`config.mk`:
```
export PLATFORM = sky130hd
export DESIGN_NAME = csr_unit
export DESIGN_NICKNAME = d
export VERILOG_FILES = /design/src/verilog/csr_pkg.sv /design/src/verilog/csr_ctrl.sv /design/src/verilog/csr_counters.sv /design/src/verilog/csr_machine_regs.sv /design/src/verilog/csr_read_mux.sv /design/src/verilog/csr_unit.sv
export SDC_FILE = /design/constraint.sdc
export NUM_CORES = 1
export LEC_CHECK = 0
export ABC_AREA = 1
export BUFFER_PORTS_ARGS = -buffer_cell sky130_fd_sc_hd__buf_2
export CAP_MARGIN = 15
export CELL_PAD_IN_SITES_DETAIL_PLACEMENT = 1
export CELL_PAD_IN_SITES_GLOBAL_PLACEMENT = 1
export CORE_MARGIN = 2
export CORE_UTILIZATION = 46
export DETAILED_ROUTE_END_ITERATION = 10
export PLACE_DENSITY_LB_ADDON = 0.08
export RECOVER_POWER = 25
export SLEW_MARGIN = 40
export SYNTH_ARGS = -nofsm -noshare
export SYNTH_HDL_FRONTEND = slang
export SYNTH_SLANG_ARGS = --single-unit
export TNS_END_PERCENT = 1
```
`constraint.sdc`:
```
create_clock -name clk -period 7 [get_ports clk]
set_input_delay 1.05 -clock clk [delete_from_list [all_inputs] [get_ports clk]]
set_output_delay 1.05 -clock clk [all_outputs]
set_load 0.01 [all_outputs]
```
`src/verilog/csr_pkg.sv`:
```
package csr_pkg;

    // ============================================================
    // Widths
    // ============================================================
    localparam int XLEN       = 32;
    localparam int CSR_ADDR_W = 12;

    // ============================================================
    // CSR addresses
    // ============================================================
    // Machine trap setup
    localparam logic [CSR_ADDR_W-1:0] CSR_MSTATUS   = 12'h300;
    localparam logic [CSR_ADDR_W-1:0] CSR_MIE       = 12'h304;
    localparam logic [CSR_ADDR_W-1:0] CSR_MTVEC     = 12'h305;

    // Machine trap handling
    localparam logic [CSR_ADDR_W-1:0] CSR_MSCRATCH  = 12'h340;
    localparam logic [CSR_ADDR_W-1:0] CSR_MEPC      = 12'h341;
    localparam logic [CSR_ADDR_W-1:0] CSR_MCAUSE    = 12'h342;
    localparam logic [CSR_ADDR_W-1:0] CSR_MTVAL     = 12'h343;
    localparam logic [CSR_ADDR_W-1:0] CSR_MIP       = 12'h344;

    // Machine counters, writable
    localparam logic [CSR_ADDR_W-1:0] CSR_MCYCLE    = 12'hB00;
    localparam logic [CSR_ADDR_W-1:0] CSR_MINSTRET  = 12'hB02;
    localparam logic [CSR_ADDR_W-1:0] CSR_MCYCLEH   = 12'hB80;
    localparam logic [CSR_ADDR_W-1:0] CSR_MINSTRETH = 12'hB82;

    // User mirrors, read only
    localparam logic [CSR_ADDR_W-1:0] CSR_CYCLE     = 12'hC00;
    localparam logic [CSR_ADDR_W-1:0] CSR_INSTRET   = 12'hC02;
    localparam logic [CSR_ADDR_W-1:0] CSR_CYCLEH    = 12'hC80;
    localparam logic [CSR_ADDR_W-1:0] CSR_INSTRETH  = 12'hC82;

    // Custom timer space
    localparam logic [CSR_ADDR_W-1:0] CSR_MTIME     = 12'h7C0;
    localparam logic [CSR_ADDR_W-1:0] CSR_MTIMECMP  = 12'h7C1;

    // ============================================================
    // Trap causes and fixed values
    // ============================================================
    localparam logic [XLEN-1:0] CAUSE_ILLEGAL_INST = 32'h0000_0002;
    localparam logic [XLEN-1:0] CAUSE_BREAKPOINT   = 32'h0000_0003;
    localparam logic [XLEN-1:0] CAUSE_MISALIGNED   = 32'h0000_0004;
    localparam logic [XLEN-1:0] CAUSE_ILLEGAL_CSR  = 32'h0000_000B;
    localparam logic [XLEN-1:0] CAUSE_TIMER_IRQ    = 32'h8000_0007;

    localparam int MSTATUS_MIE_BIT = 3;
    localparam int MIE_MTIE_BIT    = 7;

    // MTIP pending
    localparam logic [XLEN-1:0] MIP_MTIP_VALUE     = 32'h0000_0080;
    // MPIE set, MIE cleared on timer entry
    localparam logic [XLEN-1:0] MSTATUS_TRAP_VALUE = 32'h0000_0080;
    localparam logic [XLEN-1:0] MIE_TRAP_VALUE     = 32'h0000_0808;

    // ============================================================
    // Types
    // ============================================================
    typedef enum logic [1:0] {
        CSR_OP_NONE  = 2'b00,
        CSR_OP_WRITE = 2'b01,
        CSR_OP_SET   = 2'b10,
        CSR_OP_CLEAR = 2'b11
    } csr_op_e;

    typedef struct packed {
        logic                  rd_en;
        csr_op_e               op;
        logic [CSR_ADDR_W-1:0] addr;
        logic                  use_imm;
        logic [XLEN-1:0]       imm;
    } csr_access_t;

    typedef struct packed {
        logic                  en;
        logic [CSR_ADDR_W-1:0] addr;
        logic [XLEN-1:0]       data;
    } csr_wr_t;

    typedef struct packed {
        logic            illegal_inst;
        logic            misaligned;
        logic            illegal_csr;
        logic            breakpoint;
        logic            timer_taken;
        logic            mret;
        logic [XLEN-1:0] pc;
        logic [XLEN-1:0] tval;
    } trap_req_t;

    typedef struct packed {
        logic            take;
        logic            timer;
        logic [XLEN-1:0] cause;
        logic [XLEN-1:0] epc;
        logic [XLEN-1:0] tval;
    } trap_update_t;

    typedef struct packed {
        logic            jump_en;
        logic [XLEN-1:0] jump_addr;
        logic            return_en;
        logic [XLEN-1:0] return_addr;
    } pc_update_t;

    typedef struct packed {
        logic [XLEN-1:0] mcycle;
        logic [XLEN-1:0] mcycleh;
        logic [XLEN-1:0] minstret;
        logic [XLEN-1:0] minstreth;
        logic [XLEN-1:0] mtime;
        logic [XLEN-1:0] mtimecmp;
    } counter_vals_t;

    typedef struct packed {
        logic [XLEN-1:0] mstatus;
        logic [XLEN-1:0] mie;
        logic [XLEN-1:0] mip;
        logic [XLEN-1:0] mtvec;
        logic [XLEN-1:0] mscratch;
        logic [XLEN-1:0] mepc;
        logic [XLEN-1:0] mcause;
        logic [XLEN-1:0] mtval;
    } mach_regs_t;

endpackage

```
`src/verilog/csr_ctrl.sv`:
```
`timescale 1ns/1ps

module csr_ctrl
    import csr_pkg::*;
(
    input  csr_access_t     access,
    input  logic [XLEN-1:0] wr_src,
    input  logic [XLEN-1:0] cur_value,
    input  trap_req_t       trap,
    input  logic            timer_pending,
    input  mach_regs_t      regs,
    output logic [XLEN-1:0] rd_data,
    output csr_wr_t         wr,
    output trap_update_t    trap_upd,
    output pc_update_t      pc_update,
    output logic            timer_irq_en
);

    logic [XLEN-1:0] src;
    logic            any_trap;

    // ============================================================
    // Software access
    // ============================================================
    assign rd_data = access.rd_en ? cur_value : '0;
    assign src     = access.use_imm ? access.imm : wr_src;

    always_comb begin
        wr.en   = (access.op != CSR_OP_NONE);
        wr.addr = access.addr;
        case (access.op)
            CSR_OP_WRITE: wr.data = src;
            CSR_OP_SET:   wr.data = cur_value | src;
            CSR_OP_CLEAR: wr.data = cur_value & ~src;
            default:      wr.data = cur_value;
        endcase
    end

    // ============================================================
    // Trap selection, timer wins over all exceptions
    // ============================================================
    assign any_trap = trap.timer_taken | trap.breakpoint | trap.illegal_csr
                    | trap.misaligned | trap.illegal_inst;

    always_comb begin
        trap_upd.take  = any_trap;
        trap_upd.timer = trap.timer_taken;
        trap_upd.epc   = trap.pc;
        trap_upd.tval  = trap.tval;
        if (trap.timer_taken) begin
            trap_upd.cause = CAUSE_TIMER_IRQ;
        end else if (trap.breakpoint) begin
            trap_upd.cause = CAUSE_BREAKPOINT;
        end else if (trap.illegal_csr) begin
            trap_upd.cause = CAUSE_ILLEGAL_CSR;
        end else if (trap.misaligned) begin
            trap_upd.cause = CAUSE_MISALIGNED;
        end else if (trap.illegal_inst) begin
            trap_upd.cause = CAUSE_ILLEGAL_INST;
        end else begin
            trap_upd.cause = '0;
        end
    end

    // Redirects use the registered vector and return address
    always_comb begin
        pc_update.jump_en     = any_trap;
        pc_update.jump_addr   = regs.mtvec;
        pc_update.return_en   = trap.mret;
        pc_update.return_addr = regs.mepc;
    end

    assign timer_irq_en = timer_pending & regs.mstatus[MSTATUS_MIE_BIT]
                        & regs.mie[MIE_MTIE_BIT];

endmodule

```
`src/verilog/csr_counters.sv`:
```
`timescale 1ns/1ps

module csr_counters
    import csr_pkg::*;
(
    input  logic          clk,
    input  logic          rst_n,
    input  csr_wr_t       wr,
    input  logic          inst_retired,
    output counter_vals_t vals,
    output logic          timer_pending
);

    logic [XLEN-1:0] mcycle_q;
    logic [XLEN-1:0] mcycleh_q;
    logic [XLEN-1:0] minstret_q;
    logic [XLEN-1:0] minstreth_q;
    logic [XLEN-1:0] mtime_q;
    logic [XLEN-1:0] mtimecmp_q;

    logic            cycle_carry;
    logic [XLEN-1:0] mcycle_inc;
    logic            instret_carry;
    logic [XLEN-1:0] minstret_inc;

    // ============================================================
    // Low half increments, carry goes to the high half
    // ============================================================
    always_comb begin
        {cycle_carry, mcycle_inc}     = {1'b0, mcycle_q} + (XLEN+1)'(1);
        {instret_carry, minstret_inc} = {1'b0, minstret_q} + (XLEN+1)'(1);
    end

    always_ff @(posedge clk) begin
        if (!rst_n) begin
            mcycle_q    <= '0;
            mcycleh_q   <= '0;
            minstret_q  <= '0;
            minstreth_q <= '0;
            mtime_q     <= '0;
            mtimecmp_q  <= '0;
        end else begin
            mcycle_q  <= mcycle_inc;
            mcycleh_q <= mcycleh_q + XLEN'(cycle_carry);
            // Free running, not writable
            mtime_q   <= mtime_q + XLEN'(1);
            if (inst_retired) begin
                minstret_q  <= minstret_inc;
                minstreth_q <= minstreth_q + XLEN'(instret_carry);
            end
            // A written half replaces its increment
            if (wr.en) begin
                case (wr.addr)
                    CSR_MCYCLE:    mcycle_q    <= wr.data;
                    CSR_MCYCLEH:   mcycleh_q   <= wr.data;
                    CSR_MINSTRET:  minstret_q  <= wr.data;
                    CSR_MINSTRETH: minstreth_q <= wr.data;
                    CSR_MTIMECMP:  mtimecmp_q  <= wr.data;
                    default: ;
                endcase
            end
        end
    end

    // Compare of zero means the timer is not armed
    assign timer_pending = (mtime_q >= mtimecmp_q) && (mtime_q != '0)
                        && (mtimecmp_q != '0);

    always_comb begin
        vals.mcycle    = mcycle_q;
        vals.mcycleh   = mcycleh_q;
        vals.minstret  = minstret_q;
        vals.minstreth = minstreth_q;
        vals.mtime     = mtime_q;
        vals.mtimecmp  = mtimecmp_q;
    end

endmodule

```
`src/verilog/csr_machine_regs.sv`:
```
`timescale 1ns/1ps

module csr_machine_regs
    import csr_pkg::*;
(
    input  logic         clk,
    input  logic         rst_n,
    input  csr_wr_t      wr,
    input  trap_update_t trap_upd,
    input  logic         timer_pending,
    output mach_regs_t   regs
);

    mach_regs_t regs_q;
    mach_regs_t regs_d;

    always_comb begin
        regs_d = regs_q;

        // ============================================================
        // Hardware updates
        // ============================================================
        // Pending timer shows as MTIP
        if (timer_pending) begin
            regs_d.mip = MIP_MTIP_VALUE;
        end

        if (trap_upd.take) begin
            regs_d.mcause = trap_upd.cause;
            regs_d.mepc   = trap_upd.epc;
            if (trap_upd.timer) begin
                // Interrupts off on entry, previous enable kept in MPIE
                regs_d.mstatus = MSTATUS_TRAP_VALUE;
                regs_d.mie     = MIE_TRAP_VALUE;
            end else begin
                // Only exceptions report a trap value
                regs_d.mtval = trap_upd.tval;
            end
        end

        // ============================================================
        // Software writes, last so they win
        // ============================================================
        if (wr.en) begin
            case (wr.addr)
                CSR_MSTATUS: begin
                    regs_d.mstatus = wr.data;
                end
                CSR_MIE: begin
                    regs_d.mie = wr.data;
                end
                CSR_MIP: begin
                    regs_d.mip = wr.data;
                end
                CSR_MTVEC: begin
                    regs_d.mtvec = wr.data;
                end
                CSR_MSCRATCH: begin
                    regs_d.mscratch = wr.data;
                end
                CSR_MEPC: begin
                    regs_d.mepc = wr.data;
                end
                CSR_MCAUSE: begin
                    regs_d.mcause = wr.data;
                end
                CSR_MTVAL: begin
                    regs_d.mtval = wr.data;
                end
                default: ;
            endcase
        end
    end

    // ============================================================
    // State
    // ============================================================
    always_ff @(posedge clk) begin
        if (!rst_n) begin
            regs_q <= '0;
        end else begin
            regs_q <= regs_d;
        end
    end

    // Registered values only, updates show up a cycle later
    assign regs = regs_q;

endmodule

```
`src/verilog/csr_read_mux.sv`:
```
`timescale 1ns/1ps

module csr_read_mux
    import csr_pkg::*;
(
    input  logic [CSR_ADDR_W-1:0] addr,
    input  counter_vals_t         counters,
    input  mach_regs_t            regs,
    output logic [XLEN-1:0]       cur_value
);

    always_comb begin
        case (addr)
            // ============================================================
            // Machine registers
            // ============================================================
            CSR_MSTATUS:   cur_value = regs.mstatus;
            CSR_MIE:       cur_value = regs.mie;
            CSR_MIP:       cur_value = regs.mip;
            CSR_MTVEC:     cur_value = regs.mtvec;
            CSR_MSCRATCH:  cur_value = regs.mscratch;
            CSR_MEPC:      cur_value = regs.mepc;
            CSR_MCAUSE:    cur_value = regs.mcause;
            CSR_MTVAL:     cur_value = regs.mtval;

            // ============================================================
            // Counters and their user mirrors
            // ============================================================
            CSR_MCYCLE,
            CSR_CYCLE:     cur_value = counters.mcycle;
            CSR_MCYCLEH,
            CSR_CYCLEH:    cur_value = counters.mcycleh;
            CSR_MINSTRET,
            CSR_INSTRET:   cur_value = counters.minstret;
            CSR_MINSTRETH,
            CSR_INSTRETH:  cur_value = counters.minstreth;

            // Timer
            CSR_MTIME:     cur_value = counters.mtime;
            CSR_MTIMECMP:  cur_value = counters.mtimecmp;

            // Anything else reads zero
            default:       cur_value = '0;
        endcase
    end

endmodule

```
`src/verilog/csr_unit.sv`:
```
`timescale 1ns/1ps

module csr_unit
    import csr_pkg::*;
(
    input  logic            clk,
    input  logic            rst_n,
    input  csr_access_t     access,
    input  logic [XLEN-1:0] wr_src,
    input  trap_req_t       trap,
    input  logic            inst_retired,
    output logic [XLEN-1:0] rd_data,
    output pc_update_t      pc_update,
    output logic            timer_irq_en
);

    // ============================================================
    // Internal wiring
    // ============================================================
    logic [XLEN-1:0] cur_value;
    csr_wr_t         wr;
    trap_update_t    trap_upd;
    counter_vals_t   counter_vals;
    mach_regs_t      mach_regs;
    logic            timer_pending;

    // Decode, write data, trap select and redirect
    csr_ctrl u_ctrl (
        .access        (access),
        .wr_src        (wr_src),
        .cur_value     (cur_value),
        .trap          (trap),
        .timer_pending (timer_pending),
        .regs          (mach_regs),
        .rd_data       (rd_data),
        .wr            (wr),
        .trap_upd      (trap_upd),
        .pc_update     (pc_update),
        .timer_irq_en  (timer_irq_en)
    );

    // Cycle, instret and timer
    csr_counters u_counters (
        .clk           (clk),
        .rst_n         (rst_n),
        .wr            (wr),
        .inst_retired  (inst_retired),
        .vals          (counter_vals),
        .timer_pending (timer_pending)
    );

    // Status and trap registers
    csr_machine_regs u_machine_regs (
        .clk           (clk),
        .rst_n         (rst_n),
        .wr            (wr),
        .trap_upd      (trap_upd),
        .timer_pending (timer_pending),
        .regs          (mach_regs)
    );

    // Old value of the addressed CSR, feeds both read and set/clear
    csr_read_mux u_read_mux (
        .addr      (access.addr),
        .counters  (counter_vals),
        .regs      (mach_regs),
        .cur_value (cur_value)
    );

endmodule

```
Word level (Yosys, flattened, before mapping)

Cells that the tools add are included.

Register bits after elaboration: 448
Bits of input ports: 153
Output and inout bits: 99
Logic and storage cells: 95

Add/sub/neg operators: 5
Magnitude comparators: 1
Equality and inequality tests: 21
Multiplexer cells: 33
Bitwise logic cells: 9
Reductions and logical operators: 12

Operator list:

| cell                                                  | number |
|---|---|
| two-way mux 32 bit                                    | 26 |
| one-hot mux 32 bit (14 select lines)                  | 1 |
| two-way mux 256 bit                                   | 1 |
| two-way mux 64 bit                                    | 2 |
| equality test 12 x 10 -> 1 bit, second input constant | 8 |
| equality test 12 bit, second input constant           | 8 |
| two-way mux 96 bit                                    | 1 |
| one-hot mux 32 bit (3 select lines)                   | 1 |
| adder 32 x 1 -> 33 bit, second input constant         | 2 |
| adder 32 x 1 -> 32 bit                                | 2 |
| nonzero test 32 bit                                   | 2 |
| adder 32 x 1 -> 32 bit, second input constant         | 1 |
| bitwise AND 32 bit                                    | 1 |
| greater-or-equal comparator 32 bit                    | 1 |
| inverter 32 bit                                       | 1 |
| bitwise OR 32 bit                                     | 1 |
| equality test 12 x 11 -> 1 bit, second input constant | 2 |
| OR reduction 2 bit                                    | 4 |
| AND reduction 2 bit                                   | 3 |
| equality test 2 bit, second input constant            | 2 |
| bitwise OR 1 bit                                      | 4 |
| bitwise AND 1 bit                                     | 2 |
| equality test 2 x 1 -> 1 bit, second input constant   | 1 |
| logical AND 1 bit                                     | 2 |
| other kinds (2)                                       | 2 |

Logic depth before layout (Yosys ltp)

Word-level depth: 8
Mapped depth: 21
Mapped depth without buffers: 21

Cells and area by module

From an unflattened synthesis, not the netlist that was laid out.

Cells, all modules: 5172
Area total of the unflattened synthesis: 31194.9 sq um

By module, submodules not included:

| module           | instances | cells each | area an instance (sq um) | seq. area each (sq um) |
|---|---|---|---|---|
| csr_counters     | 1         | 1860       | 11847.6                  | 3843.7 |
| csr_machine_regs | 1         | 1718       | 11767.5                  | 5124.9 |
| csr_read_mux     | 1         | 1018       | 4598.2                   | 0.0 |
| csr_ctrl         | 1         | 576        | 2981.6                   | 0.0 |

Worst setup path before layout

No wires, ideal clock.

Kind: input -> output
From: input trap[66] (netlist bit)
To: output pc_update[65] (netlist bit)
Arrival: 2271 ps
Required time: 5950 ps
Setup slack: 3679 ps
Cell stages on the path: 7
Buffers on the path: 3
Path through: nor2_1 nand2_1 nor3_2 inv_1 buf_2 buf_1 buf_4

Longest elaborated chain between the ends: 4

Ends and longest elaborated chain:

| element                        | line           | text |
|---|---|---|
| from (decl)                    | csr_unit.sv:10 | `input trap_req_t trap,` |
| bitwise OR 1 bit (2 in series) | csr_ctrl.sv:42 | `assign any_trap = trap.timer_taken \| trap.breakpoint \| trap.illegal_csr` |
| bitwise OR 1 bit (2 in series) | csr_ctrl.sv:43 | `\| trap.misaligned \| trap.illegal_inst;` |
| to (decl)                      | csr_unit.sv:13 | `output pc_update_t pc_update,` |

No other way between the ends.

Worst setup path in the final report

From: input access[34] (netlist bit)
To: output rd_data[11]

Longest elaborated chain between the ends: 4
Elaborated cells between the ends (all ways): 24
Those cells by class: 18 x eq/ne; 2 x mux; 4 x reduce/logical

Ends and longest elaborated chain:

| element                                | line               | text |
|---|---|---|
| from (decl)                            | csr_unit.sv:8      | `input csr_access_t access,` |
| equality test 12 bit                   | csr_read_mux.sv:13 | `case (addr)` |
| OR reduction 2 bit                     | csr_read_mux.sv:13 |  |
| one-hot mux 32 bit (14 select lines) * | csr_read_mux.sv:13 |  |
| two-way mux 32 bit *                   | csr_ctrl.sv:25     | `assign rd_data = access.rd_en ? cur_value : '0;` |
| to (decl)                              | csr_unit.sv:12     | `output logic [XLEN-1:0] rd_data,` |

Every way passes the cells marked *; elsewhere a longest branch is shown, timed or not.

==> metrics.yaml <==
timing:
  rsz0062_at_grt: "false"
  tns_ps: 0
  min_period_over_period_pct: 84.5
  tightest_slew_ps: 3250
  setup_viol: 0
  timing.fmax_ghz: 0.169
  finalCriticalPeriod_ps: 5910
  final_max_slew_viol_count: 217
  setup_ws_ps: 1090
  max_slew_margin_pct: -117
  hold_viol_final: 0
  fin_skew_ps: 25.1
clocking:
  postCtsSetupBuffers: 0
  insertion_delay_ps: 640
  cts_tree: "yes"
  root_buffer: "clkbuf_16"
  cts_buffer_depth: 3
  cts_resized: 0
  numClockSinks: 448
  clk_pin_slew_worst_paths_ps: 60
  cts_made_buffers: 53
  cts_htree_levels: 2
  holdBufCountCts: 0
global_route:
  grt_max_degree: 117
  antenna_found_initial: 7
  overflow: 0
  grt_pass1_wl_mm: 210
  grt.total_usage_pct: 45.2
  grt_pass1_vias: 31100
logic_synthesis:
  postSynthCellCount: 4379
  syn_nets: 4572
  synth-seq-cells: 448
  ys_types: 42
  ys_warn_count: 0
  avgSynthCellArea_um2: 6.40
  synthesis.area_um2: 28000
  yosysSeqAreaShare_pct: 32.0
pwr:
  leakagePower_uw: 0.0147
  sw_frac_of_total_pct: 28.6
  comb_power_share_pct: 9.5
  clkPwrFrac_pct: 47.0
  ir_drop_mv: 0.170
  internal-power_uw: 4300
  power.density_nw_per_um2: 197
  p_seq_share_pct: 43.6
  switchingPower_uw: 1720
setup_path:
  reg2regPathDepth: 21
  r2r_slack_ps: 2330
  cp.arrival_ps: 4860
  endpoint_kind: "output port"
  critPathRequiredTime_ps: 5950
  path_class: "in2out"
  crit_path_start_kind: "primary input"
  r2r-end: "u_counters.mcycleh_q[26]$_SDFF_PN0_"
  crit_fanout: 26
  r2r_start: "u_counters.mcycle_q[4]$_SDFF_PN0_"
run_status:
  status: "finished with violations"
  violations: "max-capacitance violations, max-slew violations"
flow_run:
  cap_violations: 4
drt:
  dr.pass1.iters: 5
  postRouteAntennaNets: 0
  drt-vias-per-instance: 6.23
  wirelength_mm: 147
  drtIter0Drc: 3829
  wl_per_cell_um: 28.1
  drc: 0
  dr_total_vias: 32500
cells_and_area:
  utilization_pct: 50.7
  final_cell_mix: "nand2_1, nand3_1, inv_1"
  drive_above_1_share_pct: 10.0
  layout.nets: 4591
  fin_area_um2: 30600
  syn_to_final_growth_pct: 9.07
  fillCellCount: 8251
  layout_commonest_cell: "nand2_1"
  final_cells: 5225
floorplanning:
  core_um2: 60400
  die_h_um: 251
  num_rows: 90
  boundaryPins: 252
  initial_core_util_pct: 46.5
  die_w_um: 251
  die_area_um2: 62900
placed_design:
  dp_hpwl_mm: 104
  place_area_um2: 28900
  io_buffers: 249
  pre_cts_slack_ps: 2170
  dp.cells: 5123
  gp_congestion: 1.06
hold_path:
  min_path_cells: 2
  hold_class: "reg2reg"
  hold_start: "u_machine_regs.regs[241]$_SDFF_PN0_"
  holdPathEnd: "u_machine_regs.regs[241]$_SDFF_PN0_"
==> worst max-delay path: stages <==
cell and delay (ps):
buf_2 110, nor2_1 210, nand2_4 170, inv_1 790
clkbuf_1 1090, nand2_4 110, inv_4 340, nand2_1 120
nand3_1 110, nor2_1 150, a21oi_1 340, buf_2 210
==> Yosys cell counts (all sizes together) <==
cell	instances	area share, %
nand2	855	12
nand3	680	12
inv	595	8.0
dfxtp	448	32
o21ai	384	6.9
a21oi	305	5.4
nor2	295	4.2
buf	209	4.8
clkbuf	121	1.6
nand4	91	2.0
nor3	78	1.6
o21bai	74	2.0
a31oi	66	1.5
ha	40	1.8
mux2	32	1.3
xor2	21	0.66
nor4	20	0.45
o21a	18	0.48
xnor2	17	0.53
or2	9	0.20
a21o	4	0.11
nand3b	4	0.11
and2	3	0.076
nor3b	3	0.080
and3	2	0.045
clkinv	2	0.027
a211oi	1	0.027
a22oi	1	0.027
o211ai	1	0.027
==> cell families after synthesis <==
group,after synthesis,share of synthesized area (%)
and+or+nand+nor,2040,32.9
xor gates and xnor gates,38,1.19
AOI/OAI and AO/OA,854,16.4
adders and majority gates,40,1.79
DFF,448,32.0
muxes,32,1.29
buffers and inverters,927,14.4
==> power by group through the flow <==
stage	Sequential (µW)	Combinational (µW)	Clock [µW]
floorplan	2650	271	0
global placement	2670	528	0
detailed placement	2670	539	0
CTS	2620	542	2820
global route	2620	573	2920
finish	2620	569	2830
==> how the worst max path moves through the flow <==
| stage | slack, ps | cells past startpoint | endpoint | from |
|---|---|---|---|---|
| final | 1090 | 12 | rd_data[11] | access[34] |
| after global routing | 1150 | 12 | rd_data[7] | access[34] |
| after CTS | 2150 | 12 | rd_data[8] | access[38] |
| after detailed placement | 2170 | 12 | rd_data[8] | access[38] |
| after global placement | 2220 | 12 | rd_data[8] | access[38] |
| after floorplan | 3680 | 7 | pc_update[65] | trap[66] |
==> metrics by stage <==
stage               hold WS (ps)  power, µW
finish                       490       6020
global route                 517       6120
CTS                          489       5980
detailed placement           479       3210
global placement             474       3200
floorplan                    441       2920
==> flip-flops by register name, indices dropped and copies added, names as in the netlist <==
register,cells
u_counters.mcycle_q,32
u_counters.mcycleh_q,32
u_counters.minstret_q,32
u_counters.minstreth_q,32
u_counters.mtime_q,32
u_counters.mtimecmp_q,32
u_machine_regs.regs,256
==> metal layers <==
layer	vias to the layer above	part of all wire (%)	track usage (%)	wire, µm
met5	-	0.033	0	48
met3	539	10	9.26	15100
met2	1864	41	67.1	60600
met4	8	8.8	33.5	13000
li1	14400	-	-	-
met1	15700	40	58.0	57900
==> cell type report <==
class | instances | area [µm²] | area share [%]
multi-input cells | 3004 | 15100 | 49.4
well taps | 782 | 978 | 3.20
flip-flops and latches | 448 | 8970 | 29.3
clock buffers | 83 | 1560 | 5.10
diodes | 3 | 7.51 | 0.0245
clock inverters | 14 | 151 | 0.495
inverters | 597 | 2260 | 7.39
repair buffers | 294 | 1550 | 5.07
No activity file was read; power rests on OpenSTA's default activity.
